--- src/rtl/FetchTypes.sv ---
// Fetch front end geometry, lane record and configuration register map
// Two lanes per group, groups aligned to 8 bytes, word-indexed backing store
package FetchTypes;

    // Group and instruction geometry
    localparam int FetchWidth = 2;
    localparam int PcWidth = 32;
    localparam int InsnWidth = 32;
    localparam int InsnBytes = 4;
    localparam int GroupBytes = 8;

    // Backing store, word index taken from PC bits 9:2
    localparam int StoreWords = 256;
    localparam int StoreAddrWidth = 8;

    // One group per cache line, index is PC 5:3 and tag is PC 9:6
    localparam int CacheLines = 8;
    localparam int IndexLsb = 3;
    localparam int IndexWidth = 3;
    localparam int TagLsb = 6;
    localparam int TagWidth = 4;
    localparam int MissPenalty = 4;
    localparam int MissCountWidth = 2;

    localparam int CfgDataWidth = 32;

    // One fetched instruction with its prediction
    typedef struct packed {
        logic valid;
        logic [PcWidth-1:0] pc;
        logic [InsnWidth-1:0] insn;
        logic predTaken;
        logic [PcWidth-1:0] predTarget;
    } FetchLane;

    // Config register addresses
    typedef enum logic [1:0] {
        CfgStart     = 2'd0,
        CfgCtrl      = 2'd1,
        CfgStoreAddr = 2'd2,
        CfgStoreData = 2'd3
    } CfgAddr;

endpackage

--- src/rtl/FetchConfigRegs.sv ---
// Configuration registers behind a four-phase req/ack write port
// Holds start PC and enables, and streams words into the instruction store
`timescale 1ns/1ps

module FetchConfigRegs (
    input  logic clk,
    input  logic rstN,
    input  logic cfgReq,
    input  FetchTypes::CfgAddr cfgAddr,
    input  logic [FetchTypes::CfgDataWidth-1:0] cfgData,
    output logic cfgAck,
    output logic [FetchTypes::PcWidth-1:0] startPc,
    output logic fetchEnable,
    output logic predEnable,
    output logic storeWe,
    output logic [FetchTypes::StoreAddrWidth-1:0] storeAddr,
    output logic [FetchTypes::InsnWidth-1:0] storeData
);

    logic doWrite;

    // One write per request, in the cycle before ack rises
    assign doWrite = cfgReq && !cfgAck;
    assign storeWe = doWrite && (cfgAddr == FetchTypes::CfgStoreData);
    assign storeData = cfgData;

    always_ff @(posedge clk or negedge rstN) begin
        if (!rstN) begin
            cfgAck <= 1'b0;
            startPc <= '0;
            fetchEnable <= 1'b0;
            predEnable <= 1'b0;
            storeAddr <= '0;
        end else begin
            // Ack follows req by one cycle in both directions
            cfgAck <= cfgReq;
            if (doWrite) begin
                case (cfgAddr)
                    FetchTypes::CfgStart: startPc <= cfgData;
                    FetchTypes::CfgCtrl: {predEnable, fetchEnable} <= cfgData[1:0];
                    FetchTypes::CfgStoreAddr:
                        storeAddr <= cfgData[FetchTypes::StoreAddrWidth-1:0];
                    // Data write lands at storeAddr, then step to the next word
                    FetchTypes::CfgStoreData: storeAddr <= storeAddr + 1'b1;
                endcase
            end
        end
    end

    // Host keeps req up until ack has answered it
    reqHeldUntilAck: assert property (@(posedge clk) disable iff (!rstN)
        $fell(cfgReq) |-> cfgAck);

endmodule

--- config.mk ---
export PLATFORM = sky130hd
export DESIGN_NAME = FetchConfigRegs
export DESIGN_NICKNAME = d
export VERILOG_FILES = /design/src/rtl/FetchTypes.sv /design/src/rtl/FetchConfigRegs.sv
export SDC_FILE = /design/constraint.sdc
export NUM_CORES = 1
export LEC_CHECK = 0
export BUFFER_PORTS_ARGS = -buffer_cell sky130_fd_sc_hd__buf_4
export CORE_ASPECT_RATIO = 0.9
export CORE_MARGIN = 3
export CORE_UTILIZATION = 48
export DETAILED_ROUTE_END_ITERATION = 10
export MAX_ROUTING_LAYER = met4
export PLACE_DENSITY = 0.95
export SETUP_SLACK_MARGIN = 0.2
export SYNTH_ARGS = -nofsm -noshare
export SYNTH_HDL_FRONTEND = slang
export SYNTH_SLANG_ARGS = --single-unit
--- constraint.sdc ---
create_clock -name clk -period 4.2 [get_ports clk]
set_clock_uncertainty 0.05 [all_clocks]
set_input_delay 0.42 -clock clk [delete_from_list [all_inputs] [get_ports clk]]
set_output_delay 0.42 -clock clk [all_outputs]
set_load 0.01 [all_outputs]
==> flow_metrics.env <==
export IMPL_syn_area_sq_mm=0.002048
export IMPL_fp_dieH_um=67.97
export IMPL_fin_hold_ws_ns=0.05812
export IMPL_required_ns=4.32
export IMPL_dp_hpwl_um=3514
export IMPL_crit_path_max_incr_delay_ns=0.78
export IMPL_crit_fanout=19
export IMPL_n_antenna_cell=0
export IMPL_switching_share_pct=26.55
export IMPL_synth_simple_gate_area_share_pct=7.453
export IMPL_grt_setup_unrepaired="false"
export IMPL_timing_final_ws_setup_ns=2.024
export IMPL_post_synth_num_cell_types=25
export IMPL_final_layout_size_suffix_gt1_share_pct=62.35
export IMPL_hold_class="in -> async"
export IMPL_grt_pass1_wl_um=7024
export IMPL_die_area_sq_mm=0.005088
export IMPL_wl_per_cell_um=15.74
export IMPL_synthesis_nets=202
export IMPL_pwr_share_clk_pct=28.3
export IMPL_power_mw=1.297
export IMPL_grt_max_degree=44
export IMPL_final_util_pct=71.43
export IMPL_drv_slew=0
export IMPL_yosys_warnings=0
export IMPL_rows=21
export IMPL_synth_top_area_share_pct=52.54
export IMPL_synthCells=164
export IMPL_slew_limit_headroom_pct=39.55
export IMPL_first_iter_violations=171
export IMPL_fin_nets=284
export IMPL_cp_top_family="simple AND/OR/NAND/NOR gates"
export IMPL_power_density_mw_per_mm2=463.9
export IMPL_place_inst=285
export IMPL_synth_adder_area_share_pct=0.6109
export IMPL_synth_compound_area_share_pct=6.353
export IMPL_io_pins=113
export IMPL_p_switching_mw=0.3444
export IMPL_yosys_mux_area_fraction_pct=18.69
export IMPL_period_needed_ns=2.176
export IMPL_fp_coreArea_sq_mm=0.003915
export IMPL_final_cell_area_sq_mm=0.002796
export IMPL_fin_crit_sh_pct=51.80
export IMPL_p_comb_share_pct=28.3
export IMPL_ir_drop_uv=286.4
export IMPL_slowest_stage="nor4b_4"
export IMPL_path_cells="nor4b_4 -> buf_4 -> mux2_2"
export IMPL_place_gp_congestion=0.8554
export IMPL_maxCapViolations=0
export IMPL_clk_latency_ns=0.28
export IMPL_post_cts_resized=0
export IMPL_cts_sinks=43
export IMPL_htreeDepth=2
export IMPL_ant_nets=0
export IMPL_max_freq_mhz=459.6
export IMPL_ys_top_cells_by_area="dfrtp_1 53%, mux2_2 18%, buf_4 12%, a21oi_1 2.4%, o22ai_1 1.8%"
export IMPL_hold_viol_final=0
export IMPL_synth_top_family_by_area="multiplexers"
export IMPL_cts_buffers=5
export IMPL_via_count=1561
export IMPL_holdBufCountCts=0
export IMPL_cts_setup_buffers=0
export IMPL_cts_root_buf="clkbuf_8"
export IMPL_critPathLaunchType="flip-flop"
export IMPL_route_detailed_drc=0
export IMPL_syn_to_final_growth_pct=36.53
export IMPL_worst_setup_path_end_kind="flip-flop"
export IMPL_wl_um=4612
export IMPL_setup_viol=0
export IMPL_worst_pin_slew_ns=0.9030
export IMPL_clkSlewWorstSetupHoldPaths_ns=0.08
export IMPL_fillCellCount=290
export IMPL_synth_seq_cells=43
export IMPL_cp_data_arrival_time_ns=2.29
export IMPL_status="completed"
export IMPL_placement_io_buffers=112
export IMPL_first_global_vias=1511
export IMPL_yosysTopAreaCell="dfrtp_1"
export IMPL_synth_avg_cell_area_sq_um=12.49
export IMPL_setup_tns_ns=0
export IMPL_start_util_pct=52.32
export IMPL_place_ws_ns=1.826
export IMPL_grt_use_total_pct=19.02
export IMPL_intPower_mw=0.9528
export IMPL_first_pass_iters=4
export IMPL_critPathKind="reg -> reg"
export IMPL_stdcell_count=293
export IMPL_clk_path_buf_depth=2
export IMPL_grt_antenna_before_repair=0
export IMPL_dpl_cell_area_sq_mm=0.002664
export IMPL_cts_tree="done"
export IMPL_die_width_um=74.86
export IMPL_overflow=0
export IMPL_synthXorXnorAreaFrac_pct=0
export IMPL_path_buf_inv=1
export IMPL_leakage_nw=1.359
export IMPL_p_seq_share_pct=43.4
export IMPL_routed_via_density=5.328
export IMPL_seq_area_frac_synth_pct=52.54
==> power by group through the flow <==
| stage | Combinational [mW] | Sequential (mW) | Clock, mW |
|---|---|---|---|
| floorplan | 0.131 | 0.601 | 0 |
| global placement | 0.362 | 0.563 | 0 |
| detailed placement | 0.374 | 0.568 | 0 |
| CTS | 0.373 | 0.562 | 0.378 |
| global route | 0.396 | 0.575 | 0.399 |
| finish | 0.367 | 0.563 | 0.367 |
==> Yosys cell counts <==
library cell	n
mux2_1	2
and2_0	1
nand2b_1	1
clkbuf_1	1
buf_4	33
a21oi_1	10
and3b_1	1
o22ai_1	6
mux2_2	32
and3_1	1
nand4_1	2
nand3b_1	1
ha_1	1
buf_6	3
inv_1	1
nor4b_2	1
nand2_1	7
nor4b_4	1
nor2_1	3
o21ai_0	5
dfrtp_1	43
a2bb2oi_1	2
nand3_1	4
buf_2	1
and4_1	1
==> kinds of logic (layout without fill, tap and decap cells) <==
family,after synthesis,count (layout)
simple gates,24,24
flops,43,43
fa+ha+maj,1,1
mux,34,34
compound gates,23,23
buf+inv,39,122
==> layout by cell type (no fill, tap or decap), drive strengths merged <==
cell and count:
bufinv 2, and2 1, a21oi 10, ha 1
a2bb2oi 2, nand3b 1, inv 1, o22ai 6
mux2 34, clkbuf 6, nor4b 2, dfrtp 43
nor2 3, buf 113, and3 1, and3b 1
and4 1, nand3 4, nand4 2, nand2 7
o21ai 5, nand2b 1
==> registers in the layout, summed over array words and instances (netlist names) <==
name and flops:
startPc 32, storeAddr 8, cfgAck 1, predEnable 1, fetchEnable 1
==> final timing paths <==
| check | endpoint | slack [ns] | cells after the start | startpoint |
|---|---|---|---|---|
| worst min-delay path | storeAddr[1]$_DFFE_PN0P_ | 0.06 | 1 | rstN |
| min in group clk | cfgAck$_DFF_PN0_ | 0.23 | 1 | cfgReq |
| worst min register to register | startPc[17]$_DFFE_PN0P_ | 0.45 | 1 | startPc[17]$_DFFE_PN0P_ |
| worst max-delay path | startPc[25]$_DFFE_PN0P_ | 2.02 | 3 | cfgAck$_DFF_PN0_ |
| worst max register to register | startPc[25]$_DFFE_PN0P_ | 2.02 | 3 | cfgAck$_DFF_PN0_ |
| max in group asynchronous | startPc[15]$_DFFE_PN0P_ | 3.67 | 1 | rstN |
==> final cells by class <==
cell class              count  area, sq um  share of cell area, %
repair buffers            113        848.3                  30.34
well taps                  46        57.56                  2.058
clock buffers               6        72.57                  2.595
inverters                   1        3.754                 0.1342
multi-input cells          82        678.2                  24.25
flip-flops and latches     43         1076                  38.48
clock inverters             2        60.06                  2.148
==> per-layer routing <==
| metal | GRT usage, % | part of all wire [%] | vias to the layer above |
|---|---|---|---|
| met1 | 22.13 | 39 | 754 |
| met3 | 6.021 | 8.6 | 2 |
| met5 | - | 0 | - |
| met2 | 31.09 | 52 | 99 |
| li1 | - | - | 706 |
| met4 | 6.667 | 0.48 | 0 |
==> worst register-to-register path: stages (launching register included) <==
cell	delay, ns
dfrtp_1	0.45
nor4b_4	0.78
buf_4	0.40
mux2_2	0.38
Power figures use the tool's default switching activity.
