$ cat src/rtl/FetchTypes.sv
// Fetch front end geometry, lane record and configuration register map
// Two lanes per group, groups aligned to 8 bytes, word-indexed backing store
package FetchTypes;

    // Group and instruction geometry
    localparam int FetchWidth = 2;
    localparam int PcWidth = 32;
    localparam int InsnWidth = 32;
    localparam int InsnBytes = 4;
    localparam int GroupBytes = 8;

    // Backing store, word index taken from PC bits 9:2
    localparam int StoreWords = 256;
    localparam int StoreAddrWidth = 8;

    // One group per cache line, index is PC 5:3 and tag is PC 9:6
    localparam int CacheLines = 8;
    localparam int IndexLsb = 3;
    localparam int IndexWidth = 3;
    localparam int TagLsb = 6;
    localparam int TagWidth = 4;
    localparam int MissPenalty = 4;
    localparam int MissCountWidth = 2;

    localparam int CfgDataWidth = 32;

    // One fetched instruction with its prediction
    typedef struct packed {
        logic valid;
        logic [PcWidth-1:0] pc;
        logic [InsnWidth-1:0] insn;
        logic predTaken;
        logic [PcWidth-1:0] predTarget;
    } FetchLane;

    // Config register addresses
    typedef enum logic [1:0] {
        CfgStart     = 2'd0,
        CfgCtrl      = 2'd1,
        CfgStoreAddr = 2'd2,
        CfgStoreData = 2'd3
    } CfgAddr;

endpackage

$ cat src/rtl/FetchGroupIf.sv
// Fetch group link between next-PC, fetch and predictor blocks
`timescale 1ns/1ps

interface FetchGroupIf;

    // Group address from the next-PC stage, may be unaligned
    logic groupValid;
    logic [FetchTypes::PcWidth-1:0] groupPc;

    // Back pressure and taken-prediction redirect from the fetch stage
    logic stall;
    logic redirectValid;
    logic [FetchTypes::PcWidth-1:0] redirectPc;

    // Per-lane prediction for the group held in the fetch stage
    logic predTaken [FetchTypes::FetchWidth];
    logic [FetchTypes::PcWidth-1:0] predTarget [FetchTypes::FetchWidth];

    modport nextPc (output groupValid, groupPc, input stall, redirectValid, redirectPc);
    modport fetch (input groupValid, groupPc, predTaken, predTarget,
                   output stall, redirectValid, redirectPc);
    modport predict (output predTaken, predTarget);

endinterface

$ cat src/rtl/FetchStage.sv
// Fetch stage
// Holds a group during cache lookup, stalls on a miss or downstream stall,
// applies predictions and registers the output lanes
`timescale 1ns/1ps

module FetchStage (
    input  logic clk,
    input  logic rstN,
    FetchGroupIf.fetch grp,
    input  logic outStall,
    input  logic beRedirectValid,
    output logic cacheValid,
    output logic [FetchTypes::PcWidth-1:0] cachePc,
    input  logic cacheHit,
    input  logic [FetchTypes::InsnWidth-1:0] cacheData [FetchTypes::FetchWidth],
    output logic [FetchTypes::InsnWidth-1:0] laneInsn [FetchTypes::FetchWidth],
    output logic [FetchTypes::PcWidth-1:0] lanePc [FetchTypes::FetchWidth],
    output FetchTypes::FetchLane outLane [FetchTypes::FetchWidth]
);

    logic pipeValid;
    logic [FetchTypes::PcWidth-1:0] pipePc;
    logic advance;
    logic laneValid [FetchTypes::FetchWidth];
    logic laneTaken [FetchTypes::FetchWidth];
    logic [FetchTypes::PcWidth-1:0] laneTarget [FetchTypes::FetchWidth];
    logic predLatched;
    logic heldTaken [FetchTypes::FetchWidth];
    logic [FetchTypes::PcWidth-1:0] heldTarget [FetchTypes::FetchWidth];
    FetchTypes::FetchLane nextLane [FetchTypes::FetchWidth];

    always_comb begin
        cacheValid = pipeValid;
        cachePc = {pipePc[FetchTypes::PcWidth-1:3], 3'b000};
        // Group leaves only on a hit with room downstream
        advance = pipeValid && cacheHit && !outStall;
        grp.stall = pipeValid && (!cacheHit || outStall);

        for (int i = 0; i < FetchTypes::FetchWidth; i++) begin
            lanePc[i] = cachePc + FetchTypes::PcWidth'(i * FetchTypes::InsnBytes);
            laneInsn[i] = cacheData[i];
            // Lane 0 is dead when the group entered at an odd word
            laneValid[i] = pipeValid && (i != 0 || !pipePc[2]);
            laneTaken[i] = laneValid[i] && (predLatched ? heldTaken[i] : grp.predTaken[i]);
            laneTarget[i] = predLatched ? heldTarget[i] : grp.predTarget[i];
        end

        for (int i = 0; i < FetchTypes::FetchWidth; i++) begin
            // Lane 1 is wrong-path behind a taken lane 0
            nextLane[i].valid = advance && laneValid[i] && !(i == 1 && laneTaken[0]);
            nextLane[i].pc = lanePc[i];
            nextLane[i].insn = laneInsn[i];
            nextLane[i].predTaken = laneTaken[i];
            nextLane[i].predTarget = laneTarget[i];
        end

        grp.redirectValid = advance && (laneTaken[0] || laneTaken[1]);
        grp.redirectPc = laneTaken[0] ? laneTarget[0] : laneTarget[1];
    end

    // Pipeline register, the presented group is wrong-path on any redirect
    always_ff @(posedge clk or negedge rstN) begin
        if (!rstN) begin
            pipeValid <= 1'b0;
        end else if (beRedirectValid || grp.redirectValid) begin
            pipeValid <= 1'b0;
        end else if (!grp.stall) begin
            pipeValid <= grp.groupValid;
        end
    end

    always_ff @(posedge clk) begin
        if (!grp.stall) begin
            pipePc <= grp.groupPc;
        end
    end

    // Freeze the prediction once a hit is held back by outStall
    always_ff @(posedge clk or negedge rstN) begin
        if (!rstN) begin
            predLatched <= 1'b0;
        end else if (advance || beRedirectValid) begin
            predLatched <= 1'b0;
        end else if (pipeValid && cacheHit) begin
            predLatched <= 1'b1;
        end
    end

    always_ff @(posedge clk) begin
        if (!predLatched) begin
            heldTaken <= grp.predTaken;
            heldTarget <= grp.predTarget;
        end
    end

    // Output register holds under outStall, clears on a back-end redirect
    always_ff @(posedge clk or negedge rstN) begin
        if (!rstN) begin
            for (int i = 0; i < FetchTypes::FetchWidth; i++) begin
                outLane[i] <= '0;
            end
        end else if (beRedirectValid) begin
            for (int i = 0; i < FetchTypes::FetchWidth; i++) begin
                outLane[i].valid <= 1'b0;
            end
        end else if (!outStall) begin
            outLane <= nextLane;
        end
    end

    // After a taken lane the next group starts at its target and not at the fall-through
    noFallThroughAfterTaken: assert property (@(posedge clk) disable iff (!rstN)
        grp.redirectValid && grp.groupValid && !beRedirectValid
        |=> grp.groupPc == $past(grp.redirectPc));

endmodule

$ cat src/flat_wrapper.sv
// flat-port wrapper written by rule: the top's interface ports become plain ports
module FetchStage_flat 
  (clk, rstN, outStall, beRedirectValid, cacheValid, cachePc, cacheHit, cacheData, laneInsn, lanePc, outLane, grp_groupValid, grp_groupPc, grp_predTaken, grp_predTarget, grp_stall, grp_redirectValid, grp_redirectPc);
  FetchGroupIf grp_i ();
  input  logic clk;
  input  logic rstN;
  input  logic outStall;
  input  logic beRedirectValid;
  output logic cacheValid;
  output logic [FetchTypes::PcWidth-1:0] cachePc;
  input  logic cacheHit;
  input  logic [FetchTypes::InsnWidth-1:0] cacheData[FetchTypes::FetchWidth];
  output logic [FetchTypes::InsnWidth-1:0] laneInsn[FetchTypes::FetchWidth];
  output logic [FetchTypes::PcWidth-1:0] lanePc[FetchTypes::FetchWidth];
  output FetchTypes::FetchLane outLane[FetchTypes::FetchWidth];
  input wire logic [$bits(grp_i.groupValid)-1:0] grp_groupValid;
  input wire logic [$bits(grp_i.groupPc)-1:0] grp_groupPc;
  input wire logic [$bits(grp_i.predTaken)-1:0] grp_predTaken;
  input wire logic [$bits(grp_i.predTarget)-1:0] grp_predTarget;
  output wire logic [$bits(grp_i.stall)-1:0] grp_stall;
  output wire logic [$bits(grp_i.redirectValid)-1:0] grp_redirectValid;
  output wire logic [$bits(grp_i.redirectPc)-1:0] grp_redirectPc;
  assign grp_i.groupValid = grp_groupValid;
  assign grp_i.groupPc = grp_groupPc;
  assign grp_i.predTaken = {>>{grp_predTaken}};
  assign grp_i.predTarget = {>>{grp_predTarget}};
  assign grp_stall = grp_i.stall;
  assign grp_redirectValid = grp_i.redirectValid;
  assign grp_redirectPc = grp_i.redirectPc;
  FetchStage u_core (.clk(clk), .rstN(rstN), .grp(grp_i), .outStall(outStall), .beRedirectValid(beRedirectValid), .cacheValid(cacheValid), .cachePc(cachePc), .cacheHit(cacheHit), .cacheData(cacheData), .laneInsn(laneInsn), .lanePc(lanePc), .outLane(outLane));
endmodule
$ cat config.mk
export PLATFORM = sky130hd
export DESIGN_NAME = FetchStage_flat
export DESIGN_NICKNAME = d
export VERILOG_FILES = /design/src/rtl/FetchTypes.sv /design/src/rtl/FetchGroupIf.sv /design/src/rtl/FetchStage.sv /design/src/flat_wrapper.sv
export SDC_FILE = /design/constraint.sdc
export NUM_CORES = 1
export LEC_CHECK = 0
export BUFFER_PORTS_ARGS = -buffer_cell sky130_fd_sc_hd__buf_2
export CORE_AREA = 2 2 215 217
export CTS_CLUSTER_DIAMETER = 80
export DETAILED_ROUTE_END_ITERATION = 10
export DIE_AREA = 0 0 217 219
export GPL_TIMING_DRIVEN = 0
export PLACE_DENSITY = 0.58
export SKIP_LAST_GASP = 1
export SLEW_MARGIN = 20
export SYNTH_ARGS = -nofsm -noshare
export SYNTH_HDL_FRONTEND = slang
export SYNTH_SLANG_ARGS = --single-unit
$ cat constraint.sdc
create_clock -name clk -period 6.85 [get_ports clk]
set_input_delay 1.0275 -clock clk [delete_from_list [all_inputs] [get_ports clk]]
set_output_delay 1.0275 -clock clk [all_outputs]
set_load 0.02 [all_outputs]
==> results of run 1 <==
==> power by group through the flow <==
stage | Clock, W | Combinational, W | Sequential [W]
finish | 0.00151 | 0.00111 | 0.00192
CTS | 0.00156 | 0.00112 | 0.00192
floorplan | 0 | 0.000509 | 0.00210
global route | 0.00161 | 0.00117 | 0.00194
detailed placement | 0 | 0.00112 | 0.00195
global placement | 0 | 0.00110 | 0.00194
==> area by class of cell <==
cell class	count	area, µm²	share of cell area
sequential	260	6990	0.427
multi-input combinational	357	3220	0.196
timing repair buffer	544	2780	0.170
buffer	233	1710	0.105
clock buffer	41	821	0.0501
tap	600	751	0.0458
clock inverter	13	91.3	0.00558
inverter	3	13.8	0.000840
antenna	3	7.51	0.000458
==> worst paths after layout <==
path | slack [ns] | cells past startpoint | startpoint | end
min reg2reg | 0.46 | 1 | u_core.outLane[67] | u_core.outLane[67]
min in group clk | 0.46 | 1 | u_core.outLane[67] | u_core.outLane[67]
max in group asynchronous | 5.52 | 2 | rstN | u_core.outLane[51]
min | 0.41 | 1 | rstN | u_core.outLane[2]
max reg2reg | 4.96 | 5 | u_core.predLatched | u_core.heldTarget[24]
max | 3.41 | 5 | outStall | grp_redirectValid
==> kinds of logic (layout without fill, tap and decap cells) <==
kind of cell / after synthesis / after routing / synth area share
flops: 260 / 260 / 0.588
simple gates: 78 / 78 / 0.0269
compound gates: 73 / 73 / 0.0318
mux: 192 / 192 / 0.207
buf+inv: 236 / 834 / 0.145
other cells: 2 / 17 / 0.000632
==> cells in the mapped netlist <==
cell type	count	area (µm²)
a21oi_1	67	335
a311oi_1	1	8.76
and3_1	1	6.26
buf_2	23	115
buf_4	204	1530
buf_6	6	67.6
conb_1	2	7.51
dfrtp_1	164	4100
edfxtp_1	96	2880
inv_1	3	11.3
mux2_2	94	1060
mux2i_1	65	651
mux2i_4	1	22.5
mux4_1	3	78.8
mux4_2	29	653
nand2_1	5	18.8
nand2b_1	2	12.5
nand3_1	1	5.00
nor2_1	65	244
nor2_2	1	6.26
nor2_4	1	11.3
o2111ai_1	1	8.76
o21ai_0	3	15.0
o2bb2a_1	1	10.0
or2_2	1	6.26
or2_4	1	8.76
==> worst reg2reg max path, delay by kind of cell (launching register included) <==
kind / cells / cell delay (ns)
buffers and inverters: 5 / 1.10
DFF: 1 / 0.37
==> through the flow <==
stage                     worst slack (ns)  hold WS [ns]  total power, W
final                                 3.41         0.407         0.00453
after global routing                  3.26         0.432         0.00472
after CTS                             3.35         0.433         0.00460
after detailed placement              3.38         0.459         0.00307
after global placement                1.78         0.451         0.00305
after floorplan                       3.54         0.534         0.00261
==> metal layers <==
| metal | up-vias | track usage | part of all wire |
|---|---|---|---|
| met5 | - | 0 | 0.00068 |
| met3 | 55 | 0.0331 | 0.059 |
| met2 | 301 | 0.262 | 0.50 |
| met4 | 4 | 0.0400 | 0.026 |
| met1 | 4341 | 0.192 | 0.42 |
| li1 | 3950 | - | - |
==> registers in the layout (all words and copies together) (netlist names) <==
| name | count |
|---|---|
| u_core.pipePc | 30 |
| u_core.outLane | 162 |
| u_core.cacheValid | 1 |
| u_core.heldTaken | 2 |
| u_core.predLatched | 1 |
| u_core.heldTarget | 64 |
==> flow_summary_export.csv, run 1 <==
group,metric,value,unit
power_and_ir_drop,comb_power_share,0.244,
setup_path,slowest_delay,0.63,ns
global_route,grt_pass1_wl,54800,µm
power_and_ir_drop,swShare,0.309,
finish,final_area,0.0164,mm²
finish,layout_commonest_cell,"buf_2",
detailed_routing,wirelength,38300,µm
die,dieArea,0.0475,mm²
clock_tree,clk_pin_slew,0.06,ns
clock_tree,ctsHoldBuffers,0,
die,die_w,217,µm
power_and_ir_drop,power_switching,0.00140,W
finish,finish.net_count,1596,
finish,final_util,0.363,
detailed_routing,firstDrtPassIters,4,
job,maxCapViolations,0,
clock_tree,clk_latency,0.57,ns
place,placed_cells,1997,
timing,min_period_over_period,0.503,
detailed_routing,drt_iter0_markers,322,
die,chipHeight,219,µm
clock_tree,post_cts.repair.setup_buffers,0,
finish,drive_gt1_frac,0.655,
power_and_ir_drop,leakage,7.60,nW
die,ios,559,
power_and_ir_drop,intPower,0.00313,W
timing,slew_violations,0,
global_route,grt_max_degree,84,
global_route,antenna_found_initial,5,
timing,skew,0.00727,ns
yosys,synth_cell_type_count,26,
die,row_count,78,
worst_hold_path,worstHoldPathType,"primary input to asynchronous set/reset pin",
timing,fin_setup_tns,0,ns
timing,tightest_slew,0.838,ns
clock_tree,cts_root_buffer,"clkbuf_16",
global_route,track_usage,0.152,
setup_path,criticalPathCategory,"primary input to output pin",
clock_tree,clock_path_buffers,3,
setup_path,crit_top_cell,"buf_2",
place,io_buffers,542,
place,gp_congestion,0.866,
timing,setup_viol_count_final,0,
yosys,seq_area_frac_synth,0.588,
timing,final.min_clock_period,3.44,ns
place,placed_area,0.0155,mm²
finish,fin_cells,2054,
clock_tree,h-tree-depth,1,
timing,rsz0062_at_grt,"no",
detailed_routing,vias_per_cell,4.21,
setup_path,arrival,2.42,ns
timing,hold_viol_final,0,
power_and_ir_drop,power_density,277,mW/mm²
clock_tree,numCtsBuffers,29,
clock_tree,cts_num_sinks,260,
setup_path,path_delay_family,"simple AND/OR/NAND/NOR gates",
setup_path,crit_buf_inv,2,
detailed_routing,wire_per_inst,18.7,µm
setup_path,crit_required,5.82,ns
clock_tree,cts_tree,"done",
detailed_routing,ant_nets,0,
finish,n_fill_cell,4500,
global_route,grt_remaining_overflow,0,
yosys,synth-seq-cells,260,
power_and_ir_drop,seq_power_share,0.424,
setup_path,path_cells,"buf_2, nand2b_1, nand2_2, and3_1, buf_2",
setup_path,cpMaxStageDelayCell,"nand2_2",
detailed_routing,drc,0,
detailed_routing,vias,8651,
die,core-area,0.0451,mm²
global_route,grt_pass1_vias,8595,
yosys,netlist_area,0.0119,mm²
setup_path,start_kind,"primary input",
power_and_ir_drop,vdd_drop_max,0.165,mV
place,hpwl,29500,µm
die,start_util,0.263,
setup_path,crit_path_end_kind,"output pin",
yosys,avgSynthCellArea,14.1,µm²
finish,area_growth,37.9,%
finish,layout_common_cells,"564 x buf_2, 204 x buf_4, 164 x dfrtp_1",
timing,max_clock_freq,0.290,GHz
power_and_ir_drop,clockPowerShare,0.332,
yosys,synth_warnings,0,
clock_tree,ctsResizeCount,0,
yosys,synthCells,841,
setup_path,worstPathMaxFanout,33,
timing,maxSlewHeadroom,0.440,
status,status,"completed",
(Power assumes the default switching activity.)
==> inputs of run 2 (changes only) <==
Settings changed: CORE_AREA 2 2 215 217 to 2 2 217 219, DIE_AREA 0 0 217 219 to 0 0 219 221.
Clock period 6.85 ns to 3.2 ns, I/O delays scaled along.
==> run 2 against run 1 <==
Hold slack worse by 0.28 ns. Clock skew up 0.0069 ns. Die area up 1.8%. Sequential share of layout area down 0.64 points. Final area up 1.5%. Total power up 130%. Critical path depth up 1. Critical path type is now flop to output pin. Critical endpoint is now grp_redirectPc[17]. Largest cell class unchanged.
==> flow_summary_export.csv, run 2 (same netlist as run 1, synthesis figures left out) <==
group,metric,value,unit
status,status,"completed",
finish,top_register,"u_core.outLane",
timing,slew_violations,0,
detailed_routing,vias,8729,
finish,area_growth,39.9,%
power_and_ir_drop,leakage,7.72,nW
setup_path,worstPathMaxFanout,10,
worst_hold_path,worstHoldPathCells,1,
finish,layout_common_cells,"564 x buf_2, 204 x buf_4, 164 x dfrtp_1",
finish,final_area,0.0166,mm²
timing,setup_viol_count_final,0,
timing,whs,0.126,ns
detailed_routing,drc,0,
timing,tightest_slew,0.509,ns
global_route,grt_pass1_wl,55700,µm
clock_tree,cts_num_sinks,260,
detailed_routing,vias_per_cell,4.22,
place,hpwl,29700,µm
finish,fin_cells,2069,
clock_tree,clk_pin_slew,0.06,ns
finish,finish.net_count,1604,
die,ios,559,
clock_tree,numCtsBuffers,34,
clock_tree,clock_path_buffers,3,
finish,largestRegisters,"u_core.outLane: 162 flops, u_core.heldTarget: 64 flops, u_core.pipePc: 30 flops",
detailed_routing,firstDrtPassIters,4,
die,start_util,0.258,
place,io_buffers,542,
finish,drive_gt1_frac,0.656,
global_route,grt_pass1_vias,8663,
timing,skew,0.0142,ns
die,die_w,219,µm
timing,rsz0062_at_grt,"no",
place,gp_congestion,0.853,
global_route,grt_remaining_overflow,0,
clock_tree,cts_tree,"done",
die,dieArea,0.0484,mm²
global_route,antenna_found_initial,7,
setup_path,r2r_cells,5,
setup_path,crit_path_end_kind,"output pin",
setup_path,start_kind,"flop",
finish,n_fill_cell,4575,
die,core-area,0.0461,mm²
job,maxCapViolations,0,
finish,register_area,0.00699,mm²
global_route,track_usage,0.154,
place,placed_cells,2006,
clock_tree,cts_root_buffer,"clkbuf_16",
clock_tree,ctsResizeCount,0,
timing,fin_setup_tns,0,ns
clock_tree,clk_latency,0.53,ns
global_route,grt_max_degree,72,
setup_path,crit_required,2.72,ns
timing,hold_viol_final,0,
timing,maxSlewHeadroom,0.661,
timing,max_clock_freq,0.353,GHz
power_and_ir_drop,vdd_drop_max,0.576,mV
worst_hold_path,worstHoldPathType,"primary input to flop",
die,chipHeight,221,µm
finish,layout_commonest_cell,"buf_2",
place,placed_area,0.0155,mm²
detailed_routing,ant_nets,0,
detailed_routing,wire_per_inst,18.6,µm
setup_path,arrival,2.35,ns
power_and_ir_drop,power_density,616,mW/mm²
setup_path,criticalPathCategory,"flop to output pin",
die,row_count,79,
timing,final.min_clock_period,2.83,ns
finish,multi_input_area,0.00322,mm²
timing,min_period_over_period,0.886,
detailed_routing,wirelength,38500,µm
detailed_routing,drt_iter0_markers,365,
finish,largest_reg_flops,162,
clock_tree,h-tree-depth,2,
==> run 2: changes by cell type in the layout (fill, tap and decap cells not counted), sizes merged <==
cell | previous run | this run
dlygate4sd3 | 0 | 1
diode | 3 | 1
bufinv | 1 | 2
inv | 4 | 9
clkinvlp | 1 | 0
clkbuf | 41 | 46
buf | 777 | 779
clkinv | 10 | 7
==> run 2: path summary, 6_finish.rpt <==
kind	start	end	slack [ns]
worst max-delay path	u_core.cacheValid	grp_redirectPc[17]	0.37
worst min-delay path	grp_groupPc[16]	u_core.pipePc[16]	0.13
worst max register to register	u_core.predLatched	u_core.heldTarget[57]	1.32
worst min register to register	u_core.outLane[67]	u_core.outLane[67]	0.47
max in group asynchronous	rstN	u_core.outLane[39]	2.02
min in group asynchronous	rstN	u_core.outLane[4]	0.45
==> run 2: layout make-up <==
class                           instances  share of cell area
Timing Repair Buffer                  547               0.171
Clock buffer                           46              0.0563
Multi-Input combinational cell        357               0.193
Buffer                                233               0.103
Tap cell                              607              0.0457
Sequential cell                       260               0.420
Inverter                                3            0.000828
Clock inverter                         15             0.00978
Antenna cell                            1            0.000151
==> run 2: critical path, stage by stage (launching register included) <==
cell	delay [ns]
dfrtp_1	0.39
buf_2	0.22
nand2b_1	0.18
nor2_4	0.28
buf_6	0.24
mux4_2	0.32
buf_2	0.20
==> run 2: repair_timing <==
action                    CTS  global route
buffers inserted            0             0
hold buffers                1             0
hold endpoints to repair   44             0
==> run 2: where the power goes <==
group / total [W] / switching (W) / internal [W] / leakage (nW)
clock: 0.00376 / 0.00152 / 0.00225 / 0.541
combinational: 0.00238 / 0.00140 / 0.000984 / 4.29
sequential: 0.00411 / 0.000243 / 0.00387 / 2.89
==> run 2: per-stage QoR <==
stage          utilization  total power, W  setup slack [ns]
2_1_floorplan            -         0.00559             0.657
3_3_place_gp         0.334         0.00654             -1.40
3_5_place_dp         0.337         0.00658             0.884
4_1_cts              0.361          0.0104             0.284
5_1_grt              0.361          0.0107             0.248
6_report             0.361          0.0102             0.366
==> run 2: layer usage <==
metal	global-route usage	wire [µm]	part of all wire	vias to the layer above
li1	-	-	-	3964
met1	0.192	15600	0.40	4350
met2	0.255	18700	0.49	344
met3	0.0436	3190	0.083	65
met4	0.0530	1010	0.026	6
met5	0	41	0.0011	-
==> inputs of run 3 (changes only) <==
Settings changed: CORE_AREA 2 2 217 219 to 2 2 215 217, CTS_BUF_LIST from default to sky130_fd_sc_hd__clkbuf_4 sky130_fd_sc_hd__clkbuf_8, DIE_AREA 0 0 219 221 to 0 0 217 219.
==> run 3 against run 2 <==
Via count grew 2.7%. Final area rose by 2.6%. Register-to-register slack about the same. Clock skew is essentially flat. Flip-flop and latch count unchanged. Largest cell class unchanged.
==> flow_summary_export.csv, run 3 (same netlist as run 1, synthesis figures left out) <==
group,metric,value,unit
status,status,"completed",
finish,multi_input_area,0.00322,mm²
global_route,antenna_found_initial,4,
timing,rsz0062_at_grt,"no",
power_and_ir_drop,p_total,0.0101,W
timing,final.min_clock_period,2.88,ns
setup_path,rr_endpoint,"u_core.heldTarget[21]",
clock_tree,clk_pin_slew,0.06,ns
clock_tree,cts_tree,"done",
die,start_util,0.263,
worst_hold_path,hold_start,"grp_groupPc[4]",
clock_tree,clock_path_buffers,3,
setup_path,cpMaxStageDelayCell,"mux4_2",
setup_path,path_cells,"buf_2, nand2b_1, nor2_4, buf_6, mux4_2, buf_2",
clock_tree,h-tree-depth,2,
setup_path,worstPathMaxFanout,10,
finish,register_area,0.00699,mm²
power_and_ir_drop,power_density,594,mW/mm²
finish,n_fill_cell,4456,
finish,top_register,"u_core.outLane",
setup_path,worstReg2RegStart,"u_core.predLatched",
finish,final_area,0.0171,mm²
setup_path,crit_required,2.72,ns
detailed_routing,vias_per_cell,4.19,
detailed_routing,ant_nets,0,
die,ios,559,
worst_hold_path,worstHoldPathCells,1,
detailed_routing,firstDrtPassIters,4,
detailed_routing,drt_iter0_markers,265,
finish,largest_reg_flops,162,
setup_path,start_kind,"flop",
setup_path,arrival,2.40,ns
die,chipHeight,219,µm
detailed_routing,vias,8964,
clock_tree,clk_latency,0.60,ns
job,maxCapViolations,0,
timing,max_clock_freq,0.348,GHz
die,core-area,0.0451,mm²
clock_tree,ctsResizeCount,0,
global_route,grt_remaining_overflow,0,
setup_path,crit_top_cell,"buf_2",
timing,skew,0.0137,ns
setup_path,criticalPathCategory,"flop to output pin",
place,gp_congestion,0.866,
die,die_w,217,µm
detailed_routing,wire_per_inst,18.2,µm
die,row_count,78,
timing,fin_setup_tns,0,ns
power_and_ir_drop,vdd_drop_max,0.405,mV
detailed_routing,drc,0,
place,io_buffers,542,
finish,layout_common_cells,"564 x buf_2, 204 x buf_4, 164 x dfrtp_1",
worst_hold_path,worstHoldPathType,"primary input to flop",
detailed_routing,wirelength,39000,µm
global_route,grt_pass1_wl,55900,µm
clock_tree,cts_root_buffer,"clkbuf_8",
clock_tree,ctsHoldBuffers,50,
finish,largestRegisters,"u_core.outLane: 162 flops, u_core.heldTarget: 64 flops, u_core.pipePc: 30 flops",
global_route,grt_max_degree,84,
worst_hold_path,worstHoldEndpoint,"u_core.pipePc[4]",
finish,drive_gt1_frac,0.646,
clock_tree,numCtsBuffers,48,
finish,area_growth,43.6,%
finish,finish.net_count,1665,
setup_path,ff2ff_setup_slack,1.32,ns
global_route,track_usage,0.156,
power_and_ir_drop,leakage,7.94,nW
timing,hold_viol_final,0,
timing,min_period_over_period,0.899,
timing,maxSlewHeadroom,0.453,
global_route,grt_pass1_vias,9068,
setup_path,slowest_delay,0.38,ns
setup_path,crit_path_end_kind,"output pin",
setup_path,r2r_cells,5,
place,hpwl,29500,µm
timing,tightest_slew,0.818,ns
timing,setup_viol_count_final,0,
place,placed_area,0.0155,mm²
clock_tree,post_cts.repair.setup_buffers,0,
die,dieArea,0.0475,mm²
clock_tree,cts_num_sinks,260,
finish,layout_commonest_cell,"buf_2",
timing,slew_violations,0,
[run 3: cell count changes in the layout (fill, tap and decap cells not counted), moves of 8 or more]
cell           previous run  this run
clkbuf_16                34         0
clkbuf_1                  8         0
clkbuf_4                  0        16
clkbuf_8                  4        57
dlygate4sd3_1             1        50
[run 3: report_power, final]
part / internal [W] / switching, W / leakage, nW
Clock: 0.00214 / 0.00146 / 0.577
Combinational: 0.00102 / 0.00140 / 4.48
Sequential: 0.00387 / 0.000243 / 2.89
Total: 0.00702 / 0.00311 / 7.94
[run 3: per-stage QoR]
step                worst slack (ns)  hold slack [ns]   util  instances
floorplan                      0.657            0.184      -        853
global placement               -1.33            0.451  0.341       1995
detailed placement             0.823            0.459  0.343       1997
CTS                            0.167         0.000123  0.378       2136
global route                   0.124           0.0244  0.378       2138
finish                         0.325           0.0622  0.378       2138
[run 3: worst max-delay path: cells and delay by family, from the launching register on]
kind	cells	cell delay, ns
multiplexers	1	0.38
flip-flops	1	0.36
AND/OR/NAND/NOR	2	0.43
buffers and inverters	3	0.61
[run 3: worst max-delay path by stage]
| stage | slack (ns) | to | cells past startpoint | startpoint |
|---|---|---|---|---|
| 6_report | 0.32 | grp_redirectPc[25] | 6 | u_core.cacheValid |
| 5_1_grt | 0.12 | grp_redirectPc[25] | 6 | u_core.cacheValid |
| 4_1_cts | 0.17 | grp_redirectPc[25] | 6 | u_core.cacheValid |
| 3_5_place_dp | 0.82 | grp_redirectValid | 5 | outStall |
| 3_3_place_gp | -1.33 | u_core.outLane[38] | 1 | rstN |
| 2_1_floorplan | 0.66 | u_core.heldTaken[0] | 4 | u_core.predLatched |
[run 3: layout make-up]
cell class / count / area share
diodes: 2 / 0.000293
plain buffers: 233 / 0.100
clock buffers: 73 / 0.0530
clock inverters: 16 / 0.0110
inverters: 3 / 0.000807
multi-input cells: 357 / 0.189
flip-flops and latches: 260 / 0.410
well taps: 600 / 0.0440
repair buffers: 594 / 0.192
[run 3: metal layers]
layer	GRT usage	routed length, µm	part of all wire	vias to the layer above
met5	0	27	0.00069	-
met4	0.0623	1200	0.031	4
met3	0.0481	2880	0.074	73
met2	0.264	19200	0.49	349
met1	0.186	15600	0.40	4434
li1	-	-	-	4104
